`src/hdl/dma_req_pkg.sv`:
```
// DMA initiator request side shared definitions
// Request table entry, NoC header and flit types
`default_nettype none

package dma_req_pkg;

  //////////////////////////////
  // Sizing
  //////////////////////////////

  // Request table depth and entry index width
  localparam int table_entries = 4;
  localparam int entry_idx_w   = 2;

  // Transfer size field, counted in 32-bit words
  localparam int size_w = 12;

  // Flits per NoC packet, header and address flit included
  localparam int noc_packet_size = 8;
  localparam int max_pkt_words   = noc_packet_size - 2;
  // Enough bits to count up to a full packet of data words
  localparam int pkt_cnt_w       = $clog2(max_pkt_words + 1);

  //////////////////////////////
  // NoC encodings
  //////////////////////////////

  localparam logic [4:0] tile_id          = 5'd3;
  localparam logic [2:0] packet_class_dma = 3'd2;
  localparam logic [3:0] pkt_type_l2r_req = 4'd1;
  localparam logic [3:0] pkt_type_r2l_req = 4'd2;

  // Top bit set marks the final flit of a packet
  typedef enum logic [1:0] {
    ftype_payload = 2'b00,
    ftype_header  = 2'b01,
    ftype_last    = 2'b10
  } flit_type_t;

  //////////////////////////////
  // Types
  //////////////////////////////

  // One request table entry
  typedef struct packed {
    logic              is_l2r;
    logic [4:0]        rtile;
    logic [size_w-1:0] size;
    logic [31:0]       raddr;
    logic [31:0]       laddr;
  } dma_req_t;

  // Header word, MSB first
  typedef struct packed {
    logic [4:0]        dest;
    logic [2:0]        pkt_class;
    logic [4:0]        source;
    logic [3:0]        pkt_type;
    logic [1:0]        pkt_id;
    logic              req_last;
    logic [size_w-1:0] size;
  } noc_hdr_t;

  // Header on header flits, plain data everywhere else
  typedef union packed {
    noc_hdr_t    hdr;
    logic [31:0] raw;
  } flit_content_u;

  typedef struct packed {
    flit_type_t    ftype;
    flit_content_u content;
  } noc_flit_t;

  // DMA class header sent from this tile
  function automatic noc_hdr_t dma_hdr(input logic [4:0] dest, input logic [3:0] pkt_type,
                                       input logic [1:0] pkt_id, input logic req_last,
                                       input logic [size_w-1:0] size);
    noc_hdr_t h;
    h.dest      = dest;
    h.pkt_class = packet_class_dma;
    h.source    = tile_id;
    h.pkt_type  = pkt_type;
    h.pkt_id    = pkt_id;
    h.req_last  = req_last;
    h.size      = size;
    return h;
  endfunction

endpackage

`default_nettype wire

```
`src/hdl/dma_l2r_packetizer.sv`:
```
// L2R write packetizer
// Splits a transfer into header, address and data flit packets
`default_nettype none

module dma_l2r_packetizer import dma_req_pkg::*; (
  input  logic                   clk,
  input  logic                   rst,
  input  logic                   start,
  input  dma_req_t               req,
  input  logic [entry_idx_w-1:0] pkt_id,
  // NoC side
  input  logic                   noc_ready,
  output noc_flit_t              flit,
  output logic                   flit_valid,
  output logic                   flit_last,
  output logic                   done,
  // Data source
  input  logic                   data_valid,
  input  logic [31:0]            data,
  output logic                   data_ready
);

  typedef enum logic [1:0] {
    st_idle,
    st_hdr,
    st_addr,
    st_data
  } state_t;

  state_t                 state;
  // Words already sent for this request
  logic [size_w-1:0]      words_sent;
  // Words sent within the current packet
  logic [pkt_cnt_w-1:0]   pkt_cnt;
  logic [pkt_cnt_w-1:0]   pkt_len;
  logic                   last_pkt_q;
  // Header-time sizing of the next packet
  logic [size_w-1:0]      remaining;
  logic                   last_pkt;
  logic [pkt_cnt_w-1:0]   pkt_words;
  logic                   pkt_end;
  logic                   data_xfer;

  //////////////////////////////
  // Packet sizing
  //////////////////////////////

  assign remaining = req.size - words_sent;
  // Fits in one packet, so this header closes the request
  assign last_pkt  = remaining <= size_w'(max_pkt_words);
  assign pkt_words = last_pkt ? pkt_cnt_w'(remaining) : pkt_cnt_w'(max_pkt_words);

  assign pkt_end   = pkt_cnt_w'(pkt_cnt + 1'b1) == pkt_len;
  assign data_xfer = (state == st_data) && data_valid && noc_ready;

  //////////////////////////////
  // Flit generation
  //////////////////////////////

  always_comb begin
    flit       = '0;
    flit_valid = 1'b0;
    case (state)
      st_hdr: begin
        flit_valid       = 1'b1;
        flit.ftype       = ftype_header;
        flit.content.hdr = dma_hdr(req.rtile, pkt_type_l2r_req, pkt_id, last_pkt,
                                   size_w'(pkt_words));
      end
      st_addr: begin
        // Remote address advances by one word per word already sent
        flit_valid       = 1'b1;
        flit.ftype       = ftype_payload;
        flit.content.raw = req.raddr + 32'({words_sent, 2'b00});
      end
      st_data: begin
        // Data flits follow the source
        flit_valid       = data_valid;
        flit.ftype       = pkt_end ? ftype_last : ftype_payload;
        flit.content.raw = data;
      end
      default: begin
        flit_valid = 1'b0;
      end
    endcase
  end

  // Last flag only while the final data flit is on offer
  assign flit_last  = (state == st_data) && pkt_end && data_valid;
  // Word is consumed only when it goes out on the NoC
  assign data_ready = data_xfer;
  assign done       = data_xfer && pkt_end && last_pkt_q;

  //////////////////////////////
  // State and counters
  //////////////////////////////

  always_ff @(posedge clk) begin
    if (rst) begin
      state      <= st_idle;
      words_sent <= '0;
      pkt_cnt    <= '0;
      pkt_len    <= '0;
      last_pkt_q <= 1'b0;
    end else begin
      case (state)
        st_idle: begin
          if (start) begin
            state      <= st_hdr;
            words_sent <= '0;
          end
        end
        st_hdr: begin
          if (noc_ready) begin
            state      <= st_addr;
            pkt_len    <= pkt_words;
            last_pkt_q <= last_pkt;
            pkt_cnt    <= '0;
          end
        end
        st_addr: begin
          if (noc_ready) state <= st_data;
        end
        st_data: begin
          if (data_xfer) begin
            words_sent <= words_sent + 1'b1;
            pkt_cnt    <= pkt_cnt + 1'b1;
            // Next header, or back to idle after the final packet
            if (pkt_end) state <= last_pkt_q ? st_idle : st_hdr;
          end
        end
        default: state <= st_idle;
      endcase
    end
  end

  // A word is taken only on a NoC transfer and never past the packet or the request
  a_data_with_ready: assert property (@(posedge clk) disable iff (rst)
    data_ready |-> noc_ready && (pkt_cnt < pkt_len) && (words_sent < req.size))
    else $error("ERROR: data word taken outside a packet or past the request size");

endmodule

`default_nettype wire

```
`config.mk`:
```
export PLATFORM = sky130hd
export DESIGN_NAME = dma_l2r_packetizer
export DESIGN_NICKNAME = d
export VERILOG_FILES = /design/src/hdl/dma_req_pkg.sv /design/src/hdl/dma_l2r_packetizer.sv
export SDC_FILE = /design/constraint.sdc
export NUM_CORES = 1
export LEC_CHECK = 0
export BUFFER_PORTS_ARGS = -buffer_cell sky130_fd_sc_hd__buf_2
export CORE_MARGIN = 2
export CORE_UTILIZATION = 50
export CTS_BUF_LIST = sky130_fd_sc_hd__clkbuf_16
export DETAILED_ROUTE_END_ITERATION = 7
export GPL_TIMING_DRIVEN = 0
export PLACE_DENSITY = 0.87
export SLEW_MARGIN = 30
export SYNTH_ARGS = -nofsm -noshare
export SYNTH_HDL_FRONTEND = slang
export SYNTH_SLANG_ARGS = --single-unit
```
`constraint.sdc`:
```
create_clock -name clk -period 5.5 [get_ports clk]
set_input_delay 0.275 -clock clk [delete_from_list [all_inputs] [get_ports clk]]
set_output_delay 0.275 -clock clk [all_outputs]
set_load 0.01 [all_outputs]
```
==> impl_metrics.json <==
{
  "maximum_number_of_pins_on_one_net_before_global_route_repair": 12,
  "final_common_cell": "buf_2",
  "clk_pin_slew_ns": 0.06,
  "cts_inserted_buffers": 3,
  "power.share.sequential": 0.208,
  "die_area_sq_um": 6580,
  "postSynthRegisterBits": 21,
  "dp_hpwl_microns": 7470,
  "cpPeakStageDelay_ns": 0.56,
  "yosys_warnings": 0,
  "cts.repair_timing.setup_buffer_count": 0,
  "p_sw_w": 0.000408,
  "critical_path.cell_chain": "ha_1 -> fa_1 -> nor2b_1 -> o211ai_1 -> a31oi_1 -> o211a_1 -> o21ai_1 -> nand4bb_1 -> o41ai_1 -> buf_2",
  "worst_hold_startpoint": "rst",
  "share_comb_of_total_power": 0.621,
  "required_ns": 5.22,
  "share_of_layout_cells_above_drive_strength_1": 0.258,
  "die_width_microns": 81.1,
  "aggregate_global_routing_overflow": 0,
  "drtPass1Iterations": 5,
  "timing_hold_violations_final": 0,
  "vias_cell": 5.74,
  "gp_congestion": 0.964,
  "crit_arrival_ns": 3.25,
  "mostFrequentLayoutCells": "buf_2 (125), nand2_1 (34), nor2_1 (32), ha_1 (31)",
  "synth-async-reset-ratio": 0,
  "fin_nets": 689,
  "power.density_cell_area_nw_per_um2": 236,
  "peakVddDrop_v": 0.000156,
  "cts.root.buffer_cell": "clkbuf_16",
  "fmax_ghz": 0.284,
  "rsz0062_at_grt": "no",
  "vias_in_the_first_global_route": 3080,
  "fin_setup_tns_ns": 0,
  "vias": 3494,
  "max_cap_viol_count": 0,
  "max_slew_margin": 0.555,
  "static_leak_nw": 1.70,
  "path_max_fanout": 5,
  "std_cell_rows": 28,
  "timing_startpoint_of_the_critical_path": "words_sent[0]",
  "synth_sequential_area_ratio": 0.141,
  "power.switching_fraction": 0.457,
  "mappedNetlistNets": 559,
  "buffer_depth_of_the_longest_clock_path": 2,
  "worstSkewPairLatency_ns": 0.25,
  "initial_utilization": 0.508,
  "setup_viol": 0,
  "timing.critical_path.slowest_stage_cell": "o41ai_1",
  "num_io_pins": 159,
  "finalWorstPathRequiredPeriod_ns": 3.53,
  "die-height_microns": 81.1,
  "holdCritPathClass": "in2reg",
  "critPathBufInv": 1,
  "cpLargestDelayFamily": "compound AO/OA/AOI/OAI gates",
  "status": "finished, final reports clean",
  "pre_cts_ws_ns": 2.38,
  "grt_pass1_wl_microns": 13900,
  "timing_worst_setup_path_type": "reg2out",
  "timing.critical_path.to_type": "output port",
  "final.setup_skew_ns": 0.00210,
  "cts_tree": "built",
  "r2r_start": "state[1]",
  "placeableCoreArea_sq_um": 5850,
  "max_slew.worst_pin.slew_ns": 0.665,
  "internal_power_w": 0.000484,
  "post-route-worst-setup-slack_ns": 1.97,
  "fin_crit_sh": 0.641,
  "number_of_buffers_inserted_by_port_buffering": 125,
  "yosys_most_used_dff": "dfxtp_1",
  "syn-mean-instance-area_sq_um": 7.34,
  "cp-start-kind": "register",
  "post_synth_edffs": 0,
  "cts_htree_levels": 1,
  "synth.cell_area_sq_um": 2970,
  "report.final.slew_viol_count": 0,
  "synthToLayoutAreaGrowth_pct": 26.8,
  "grt_antenna_before_repair": 0,
  "track_usage": 0.266,
  "drt_iter0_markers": 147,
  "drtAntennaViolNets": 0,
  "numClockSinks": 21,
  "route.detailed.drc": 0,
  "share_clk_of_total_power": 0.171,
  "detail_route.wl_per_cell_microns": 14.9,
  "synth.lib_cells_used.distinct": 56,
  "antenna_cells": 0,
  "cts-resized-gates": 0,
  "routed_wl_microns": 9080,
  "syn_inst": 405,
  "cts_hold_repair_buffers": 0
}
==> power groups by stage <==
stage / logic, W / clock network (W) / registers, W
after global routing: 0.000609 / 0.000161 / 0.000189
after global placement: 0.000524 / 0 / 0.000187
final: 0.000554 / 0.000153 / 0.000185
after detailed placement: 0.000541 / 0 / 0.000189
after floorplan: 0.000358 / 0 / 0.000185
after CTS: 0.000547 / 0.000154 / 0.000185
==> worst paths after layout <==
| kind | end | slack (ns) | cells after the start |
|---|---|---|---|
| setup / recovery | flit[0] | 1.97 | 10 |
| hold / removal | last_pkt_q | 0.33 | 3 |
| setup reg to reg | words_sent[9] | 2.84 | 8 |
| hold reg to reg | pkt_cnt[2] | 0.51 | 2 |
==> metrics by stage <==
stage	std cells	cell area, sq um	utilization	total power, W	hold WS, ns
finish	609	3770	0.645	0.000892	0.331
CTS	609	3770	0.645	0.000886	0.325
floorplan	405	2970	-	0.000542	0.442
global placement	605	3690	0.631	0.000712	0.483
global route	609	3770	0.645	0.000959	0.357
detailed placement	605	3690	0.631	0.000729	0.505
==> synth_stat cells (4+ instances only) <==
cell / count / share of area
clkbuf_1: 14 / 0.018
or3_1: 6 / 0.013
and2_1: 4 / 0.0084
nor3b_1: 6 / 0.015
nor2b_1: 7 / 0.015
a22oi_1: 10 / 0.025
nor2_1: 32 / 0.040
a21oi_1: 21 / 0.035
ha_1: 31 / 0.13
inv_1: 25 / 0.032
nand3b_1: 4 / 0.010
a31oi_1: 6 / 0.013
nand4_1: 6 / 0.013
nand2b_1: 5 / 0.011
nand2_1: 34 / 0.043
xnor2_1: 29 / 0.085
xor2_1: 16 / 0.047
o21ai_0: 29 / 0.049
nor3_1: 12 / 0.020
and3_1: 6 / 0.013
dfxtp_1: 21 / 0.14
o22ai_1: 6 / 0.013
nor4_1: 4 / 0.0084
a21o_1: 8 / 0.020
o21a_1: 5 / 0.013
nand3_1: 8 / 0.013
==> cell type report <==
cell class | instances | area, sq um
clock buffers | 3 | 75.1
fillers | 537 | 2080
well taps | 75 | 93.8
flip-flops and latches | 21 | 420
inverters | 25 | 93.8
repair buffers | 125 | 626
plain buffers | 14 | 52.6
clock inverters | 1 | 3.75
multi-input cells | 345 | 2410
==> cells by family after synthesis <==
group / count (synthesis) / share of synthesized area
simple gates: 140 / 0.240
compound gates: 125 / 0.286
xor+xnor: 45 / 0.133
buf+inv: 39 / 0.0492
fa+ha+maj: 33 / 0.144
flops: 21 / 0.141
mux: 2 / 0.00673
==> worst register-to-register path, cell delays in order, from the launching register on <==
cell	delay, ns
dfxtp_1	0.34
clkbuf_1	0.30
inv_1	0.16
ha_1	0.22
nor2b_1	0.16
a21oi_1	0.44
nand4_1	0.37
or3_1	0.45
a21oi_1	0.15
==> sequential cells by signal, summed over array words and instances, names as in the netlist <==
signal	count
pkt_cnt	3
words_sent	12
pkt_len	3
last_pkt_q	1
state	2
==> metal layers <==
metal | wire, microns | up-vias | global-route usage | part of all wire
li1 | - | 1751 | - | -
met1 | 3850 | 1577 | 0.335 | 0.42
met2 | 4460 | 151 | 0.488 | 0.49
met3 | 660 | 15 | 0.0222 | 0.073
met4 | 114 | 0 | 0.0627 | 0.013
met5 | 0 | - | 0 | 0
No activity file was read; power rests on OpenSTA's default activity.
