**src/hdl/dma_req_pkg.sv**
```systemverilog
// DMA initiator request side shared definitions
// Request table entry, NoC header and flit types
`default_nettype none

package dma_req_pkg;

  //////////////////////////////
  // Sizing
  //////////////////////////////

  // Request table depth and entry index width
  localparam int table_entries = 4;
  localparam int entry_idx_w   = 2;

  // Transfer size field, counted in 32-bit words
  localparam int size_w = 12;

  // Flits per NoC packet, header and address flit included
  localparam int noc_packet_size = 8;
  localparam int max_pkt_words   = noc_packet_size - 2;
  // Enough bits to count up to a full packet of data words
  localparam int pkt_cnt_w       = $clog2(max_pkt_words + 1);

  //////////////////////////////
  // NoC encodings
  //////////////////////////////

  localparam logic [4:0] tile_id          = 5'd3;
  localparam logic [2:0] packet_class_dma = 3'd2;
  localparam logic [3:0] pkt_type_l2r_req = 4'd1;
  localparam logic [3:0] pkt_type_r2l_req = 4'd2;

  // Top bit set marks the final flit of a packet
  typedef enum logic [1:0] {
    ftype_payload = 2'b00,
    ftype_header  = 2'b01,
    ftype_last    = 2'b10
  } flit_type_t;

  //////////////////////////////
  // Types
  //////////////////////////////

  // One request table entry
  typedef struct packed {
    logic              is_l2r;
    logic [4:0]        rtile;
    logic [size_w-1:0] size;
    logic [31:0]       raddr;
    logic [31:0]       laddr;
  } dma_req_t;

  // Header word, MSB first
  typedef struct packed {
    logic [4:0]        dest;
    logic [2:0]        pkt_class;
    logic [4:0]        source;
    logic [3:0]        pkt_type;
    logic [1:0]        pkt_id;
    logic              req_last;
    logic [size_w-1:0] size;
  } noc_hdr_t;

  // Header on header flits, plain data everywhere else
  typedef union packed {
    noc_hdr_t    hdr;
    logic [31:0] raw;
  } flit_content_u;

  typedef struct packed {
    flit_type_t    ftype;
    flit_content_u content;
  } noc_flit_t;

  // DMA class header sent from this tile
  function automatic noc_hdr_t dma_hdr(input logic [4:0] dest, input logic [3:0] pkt_type,
                                       input logic [1:0] pkt_id, input logic req_last,
                                       input logic [size_w-1:0] size);
    noc_hdr_t h;
    h.dest      = dest;
    h.pkt_class = packet_class_dma;
    h.source    = tile_id;
    h.pkt_type  = pkt_type;
    h.pkt_id    = pkt_id;
    h.req_last  = req_last;
    h.size      = size;
    return h;
  endfunction

endpackage

`default_nettype wire

```
**src/hdl/dma_r2l_packetizer.sv**
```systemverilog
// R2L read-request packetizer
// Header, size, remote address and local address flits
`default_nettype none

module dma_r2l_packetizer import dma_req_pkg::*; (
  input  logic                   clk,
  input  logic                   rst,
  input  logic                   start,
  input  dma_req_t               req,
  input  logic [entry_idx_w-1:0] pkt_id,
  input  logic                   noc_ready,
  output noc_flit_t              flit,
  output logic                   flit_valid,
  output logic                   flit_last,
  output logic                   done
);

  typedef enum logic [2:0] {
    st_idle,
    st_hdr,
    st_size,
    st_raddr,
    st_laddr
  } state_t;

  state_t state;

  //////////////////////////////
  // Flit generation
  //////////////////////////////

  always_comb begin
    flit = '0;
    case (state)
      st_hdr: begin
        // Single packet request, size travels in the next flit
        flit.ftype       = ftype_header;
        flit.content.hdr = dma_hdr(req.rtile, pkt_type_r2l_req, pkt_id, 1'b1, '0);
      end
      st_size: begin
        flit.ftype       = ftype_payload;
        flit.content.raw = 32'(req.size);
      end
      st_raddr: begin
        flit.ftype       = ftype_payload;
        flit.content.raw = req.raddr;
      end
      st_laddr: begin
        flit.ftype       = ftype_last;
        flit.content.raw = req.laddr;
      end
      default: begin
        flit.ftype = ftype_payload;
      end
    endcase
  end

  assign flit_valid = state != st_idle;
  assign flit_last  = state == st_laddr;
  assign done       = (state == st_laddr) && noc_ready;

  // Each flit advances on its own transfer
  always_ff @(posedge clk) begin
    if (rst) begin
      state <= st_idle;
    end else begin
      case (state)
        st_idle:  if (start) state <= st_hdr;
        st_hdr:   if (noc_ready) state <= st_size;
        st_size:  if (noc_ready) state <= st_raddr;
        st_raddr: if (noc_ready) state <= st_laddr;
        st_laddr: if (noc_ready) state <= st_idle;
        default:  state <= st_idle;
      endcase
    end
  end

endmodule

`default_nettype wire

```
**config.mk**
```make
export PLATFORM = sky130hd
export DESIGN_NAME = dma_r2l_packetizer
export DESIGN_NICKNAME = d
export VERILOG_FILES = /design/src/hdl/dma_req_pkg.sv /design/src/hdl/dma_r2l_packetizer.sv
export SDC_FILE = /design/constraint.sdc
export NUM_CORES = 1
export LEC_CHECK = 0
export BUFFER_PORTS_ARGS = -buffer_cell sky130_fd_sc_hd__buf_2
export CORE_MARGIN = 3
export CORE_UTILIZATION = 30
export CTS_CLUSTER_DIAMETER = 80
export DETAILED_ROUTE_END_ITERATION = 8
export HOLD_SLACK_MARGIN = 0.03
export PLACE_DENSITY_LB_ADDON = 0.05
export SYNTH_ARGS = -nofsm -noshare
export SYNTH_HDL_FRONTEND = slang
export SYNTH_SLANG_ARGS = --single-unit
```
**constraint.sdc**
```tcl
create_clock -name clk -period 1.8 [get_ports clk]
set_clock_uncertainty 0.05 [all_clocks]
set_input_delay 0.09 -clock clk [delete_from_list [all_inputs] [get_ports clk]]
set_output_delay 0.09 -clock clk [all_outputs]
set_load 0.02 [all_outputs]
```
==> impl_metrics.json, run 1 <==
{
  "synthCells": 102,
  "ant_nets": 0,
  "std_cell_rows": 19,
  "yosysTopAreaCellShare_pct": 27.3,
  "synth.distinct_cells": 23,
  "avgSynthCellArea_sq_um": 8.62,
  "grt_max_degree": 24,
  "track_usage_pct": 18.1,
  "syn_nets": 190,
  "clock_latency_ns": 0.24,
  "netlist_area_sq_um": 880,
  "portBuffers": 123,
  "grt_pass1_wl_um": 5120,
  "reg_top3": "state: 3 flops",
  "worstSetupEndpointType": "primary output",
  "cts_tree": "yes",
  "clock-sinks": 3,
  "grt_overflow": 0,
  "dieArea_sq_mm": 0.00362,
  "p_sw_share_pct": 40.4,
  "postCtsSetupRepairBufs": 0,
  "grt_pass1_vias": 1314,
  "final_area_sq_mm": 0.00158,
  "wl_met1_um": 1300,
  "synth-seq-cells": 3,
  "gp_congestion": 0.705,
  "clkPwrFrac_pct": 22.1,
  "placed_area_sq_mm": 0.00153,
  "tns_ns": 0,
  "antennaDiodeCount": 0,
  "power_frac_comb_pct": 63.3,
  "start_kind": "flop",
  "largest_reg_flops": 3,
  "coreArea_sq_mm": 0.00278,
  "ys_warn_count": 0,
  "routed_via_density": 5.21,
  "drcViolationCount": 0,
  "yosysTopAreaCell": "nor4bb_1",
  "wl_um": 3560,
  "status": "completed",
  "cts_htree_levels": 1,
  "path_clk_slew_ns": 0.04,
  "yosysSeqAreaShare_pct": 6.83,
  "antenna_found_initial": 0,
  "cap_violations": 0,
  "fp.dieH_um": 60.1,
  "fin_crit_ns": 1.65,
  "p_per_area_mw_per_mm2": 347,
  "power_leakage_nw": 0.935,
  "drive_above_1_share_pct": 62.7,
  "die_w_um": 60.1,
  "cts_buffer_depth": 2,
  "hp-class": "in2reg",
  "wl_met2_um": 1840,
  "synth.area.top_cells": "nor4bb_1, a211o_1, o2bb2ai_1",
  "criticalPathCategory": "reg2out",
  "hold_violations": 0,
  "numCtsBuffers": 3,
  "drt-pass1-iter-count": 4,
  "slew_violations": 0,
  "largest-register": "state",
  "total_power_uw": 547,
  "setup_viol": 0,
  "crit_arrival_ns": 1.51,
  "root_buffer": "clkbuf_4",
  "power.switching_uw": 221,
  "start_util_pct": 31.6,
  "drt_iter0_markers": 54,
  "wl_per_cell_um": 13.9,
  "worstMarginPinSlew_ns": 0.277,
  "top_layer": "met4",
  "p_seq_share_pct": 14.6,
  "vdd_drop_max_mv": 0.229,
  "intPower_uw": 326,
  "cp_max_fo": 13,
  "rsz0062_at_grt": "no",
  "clock.fmax_mhz": 606,
  "worstPathRequired_ns": 1.66,
  "wl_met3_um": 366,
  "slew_headroom_pct": 81.3,
  "fin_nets": 314,
  "period_share_pct": 91.7,
  "dr_total_vias": 1334,
  "ios": 125,
  "syn_to_final_growth_pct": 79.2,
  "dp_hpwl_um": 2860
}
final timing paths:
| kind | depth (start not counted) | startpoint | endpoint | slack [ns] |
|---|---|---|---|---|
| worst max-delay path | 4 | state[0] | flit[27] | 0.15 |
| worst min-delay path | 3 | start | state[0] | 0.14 |
| worst max register to register | 4 | state[2] | state[2] | 0.58 |
| worst min register to register | 2 | state[0] | state[1] | 0.56 |
placed cells by master (no fill, tap or decap), types with 2 or more instances in the layout:
cell type / n
nor2_1: 2
nor2b_1: 6
buf_2: 123
a211oi_1: 2
buf_4: 9
o2bb2ai_1: 12
nor4bb_1: 24
clkbuf_4: 3
a211o_1: 12
mux2i_1: 7
dfxtp_1: 2
a22o_1: 9
repair_timing:
item	CTS	global route
hold buffers	1	0
resized for setup	1	2
setup endpoints to repair	2	6
cloned	0	0
hold endpoints to repair	1	0
cell usage after synthesis:
cell type and instances:
nand3b_1 1, nor2_1 2, o2bb2ai_1 12, nand2b_1 1, a211o_1 12, buf_6 1, and2_1 1, a22o_1 9
nor3b_1 1, mux2_2 1, nor3b_2 1, a211oi_1 2, mux2i_1 7, nor2b_1 6, buf_2 8, dfxtp_1 3
nor4bb_1 24, or3_1 1, and3b_1 1, a21bo_2 1, clkbuf_2 2, o21a_1 1, clkbuf_1 4
worst max-delay path, stage by stage, from the launching register on:
cell       delay [ns]
dfxtp_1          0.47
buf_4            0.24
nand2b_2         0.18
o2bb2ai_1        0.19
buf_2            0.19
metal layers:
metal,vias to the layer above,global-route usage [%]
met5,-,0
met3,4,2.38
met4,0,7.59
met1,582,18.4
met2,75,35.8
li1,673,-
stage by stage:
| stage | instances | util [%] | hold WS [ns] | setup slack, ns |
|---|---|---|---|---|
| after global routing | 256 | 56.7 | 0.163 | 0.0212 |
| after floorplan | 102 | - | 0.113 | 0.447 |
| after global placement | 251 | 55.1 | 0.254 | 0.314 |
| after detailed placement | 251 | 55.1 | 0.257 | 0.250 |
| final | 256 | 56.7 | 0.143 | 0.150 |
| after CTS | 256 | 56.5 | 0.143 | 0.0627 |
final cells by class:
type	instances	area, sq um
fillers	278	1200
multi-input cells	84	746
repair buffers	134	704
flip-flops and latches	3	61.3
well taps	31	38.8
clock buffers	4	26.3
cell families (layout without fill, tap and decap cells):
kind of cell,Yosys count,after routing,share of synthesized area (%)
and+or+nand+nor,39,39,38.7
DFF,3,3,6.83
AOI/OAI and AO/OA,37,37,36.6
muxes,8,8,9.25
buffers and inverters,15,138,8.68
power groups by stage:
stage | registers [mW] | clock network (mW) | logic [mW]
2_1_floorplan | 0.0771 | 0 | 0.189
6_report | 0.0796 | 0.121 | 0.346
5_1_grt | 0.0813 | 0.125 | 0.376
4_1_cts | 0.0791 | 0.126 | 0.348
3_3_place_gp | 0.0798 | 0 | 0.335
3_5_place_dp | 0.0802 | 0 | 0.343
No activity file was read; power rests on OpenSTA's default activity.
==> inputs of run 2 (changes only) <==
CELL_PAD_IN_SITES_DETAIL_PLACEMENT = 0   (was not set)
CELL_PAD_IN_SITES_GLOBAL_PLACEMENT = 1   (was not set)
CORE_UTILIZATION = 18   (was 30)
HOLD_SLACK_MARGIN = 0.06   (was 0.03)
SKIP_CTS_REPAIR_TIMING = 1   (was not set)
==> run 2 against run 1 <==
Compared with the run above: global-route usage down 5.8 points; non-clock buffer count down 5; wire length up 7.2%; via count up 2.2%; cell area up 2.3%; die area up 59%; largest power group unchanged; highest routed layer unchanged.
==> impl_metrics.json, run 2 (same netlist as run 1, synthesis figures left out) <==
{
  "status": "completed",
  "dieArea_sq_mm": 0.00576,
  "cts_buffer_depth": 2,
  "antennaDiodeCount": 0,
  "p_sw_share_pct": 36.6,
  "dp_cells": 280,
  "fin_crit_ns": 1.68,
  "cp_num_buf_inv": 3,
  "numCtsBuffers": 3,
  "cap_violations": 0,
  "std_cell_rows": 24,
  "wl_um": 3820,
  "fin_cells": 285,
  "intPower_uw": 388,
  "syn_to_final_growth_pct": 83.4,
  "gp_congestion": 0.744,
  "largest-register": "state",
  "slew_violations": 0,
  "drive_above_1_share_pct": 61.8,
  "wl_met3_um": 389,
  "wl_per_cell_um": 13.4,
  "grt_pass1_vias": 1412,
  "reg_top3": "state: 3 flops",
  "routed_via_density": 4.79,
  "cts_tree": "yes",
  "rsz0062_at_grt": "no",
  "final_core_util_pct": 35.6,
  "worstSetupEndpointType": "primary output",
  "top_layer": "met4",
  "p_per_area_mw_per_mm2": 380,
  "wl_met1_um": 1410,
  "cp_top_family": "buffers and inverters",
  "grt_pass1_wl_um": 6080,
  "start_kind": "flop",
  "track_usage_pct": 12.3,
  "wl_met2_um": 1960,
  "worstPathRequired_ns": 1.66,
  "dr_total_vias": 1364,
  "tns_ns": 0,
  "dp_hpwl_um": 2990,
  "ant_nets": 0,
  "crit_arrival_ns": 1.54,
  "hold_violations": 0,
  "fp.dieH_um": 75.9,
  "power.switching_uw": 224,
  "fin_nets": 309,
  "clkPwrFrac_pct": 31.4,
  "slowest_delay_ns": 0.30,
  "clock_latency_ns": 0.21,
  "clock-sinks": 3,
  "drcViolationCount": 0,
  "die_w_um": 75.9,
  "grt_overflow": 0,
  "mostFrequentLayoutCells": "buf_2, nor4bb_1, a211o_1, o2bb2ai_1, a22o_1",
  "coreArea_sq_mm": 0.00453,
  "cts_htree_levels": 1,
  "p_seq_share_pct": 12.0,
  "start_util_pct": 19.4,
  "criticalPathCategory": "reg2out",
  "drt-pass1-iter-count": 4,
  "grt_max_degree": 44,
  "largest_reg_flops": 3,
  "hp-class": "in2reg",
  "slew_headroom_pct": 71.3,
  "portBuffers": 123,
  "antenna_found_initial": 0,
  "root_buffer": "clkbuf_8",
  "cp_cell_sequence": "buf_4, nor3b_2, buf_6, o2bb2ai_1, buf_2",
  "ios": 125,
  "final_common_cell": "buf_2",
  "cp_slowest_cell": "dfxtp_1",
  "vdd_drop_max_mv": 0.153,
  "period_share_pct": 93.2,
  "clock.fmax_mhz": 596,
  "path_clk_slew_ns": 0.03,
  "power_leakage_nw": 0.919,
  "drt_iter0_markers": 42,
  "setup_viol": 0,
  "worstMarginPinSlew_ns": 0.430,
  "cp_max_fo": 32,
  "power_frac_comb_pct": 56.5
}
==> run 2: changes by cell type in the layout (fill, tap and decap cells not counted) <==
cell / change
clkbuf_8: +3
buf_4: -6
and3b_2: +1
buf_12: +1
and3b_1: -1
dfxtp_2: -1
dfxtp_1: +1
clkbuf_4: -3
==> run 2: metal layers <==
layer / global-route usage [%] / vias to the layer above
met4: 3.99 / 0
met1: 11.2 / 615
li1: - / 665
met2: 25.5 / 80
met3: 3.67 / 4
met5: 0 / -
==> run 2: stage by stage <==
| step | total power, mW | instance area (sq um) | hold WS (ns) | setup slack, ns |
|---|---|---|---|---|
| 2_1_floorplan | 0.266 | 880 | 0.113 | 0.447 |
| 3_3_place_gp | 0.418 | 1550 | 0.260 | 0.175 |
| 3_5_place_dp | 0.422 | 1550 | 0.259 | 0.157 |
| 4_1_cts | 0.618 | 1600 | 0.0370 | -0.0773 |
| 5_1_grt | 0.653 | 1610 | 0.189 | 0.0258 |
| 6_report | 0.613 | 1610 | 0.162 | 0.122 |
==> run 2: final timing paths <==
check / from / end / slack, ns / depth (start not counted)
worst min register to register: state[2] / state[1] / 0.61 / 2
worst max register to register: state[0] / state[2] / 0.53 / 4
worst max-delay path: state[0] / flit[12] / 0.12 / 5
worst min-delay path: noc_ready / state[1] / 0.16 / 3
==> run 2: tightest hold or removal path, stage by stage <==
cell and delay (ns):
buf_2 0.13, nand3b_1 0.08, a211oi_1 0.06
==> run 2: power by group through the flow <==
| stage | sequential [mW] | combinational [mW] | clock (mW) |
|---|---|---|---|
| 3_3_place_gp | 0.0744 | 0.344 | 0 |
| 2_1_floorplan | 0.0771 | 0.189 | 0 |
| 5_1_grt | 0.0741 | 0.378 | 0.201 |
| 3_5_place_dp | 0.0745 | 0.348 | 0 |
| 4_1_cts | 0.0737 | 0.349 | 0.195 |
| 6_report | 0.0737 | 0.346 | 0.193 |
==> run 2: layout make-up <==
cell class / instances / area [sq um]
fillers: 479 / 2920
multi-input cells: 84 / 747
repair buffers: 129 / 679
well taps: 65 / 81.3
flip-flops and latches: 3 / 60.1
clock buffers: 4 / 45.0
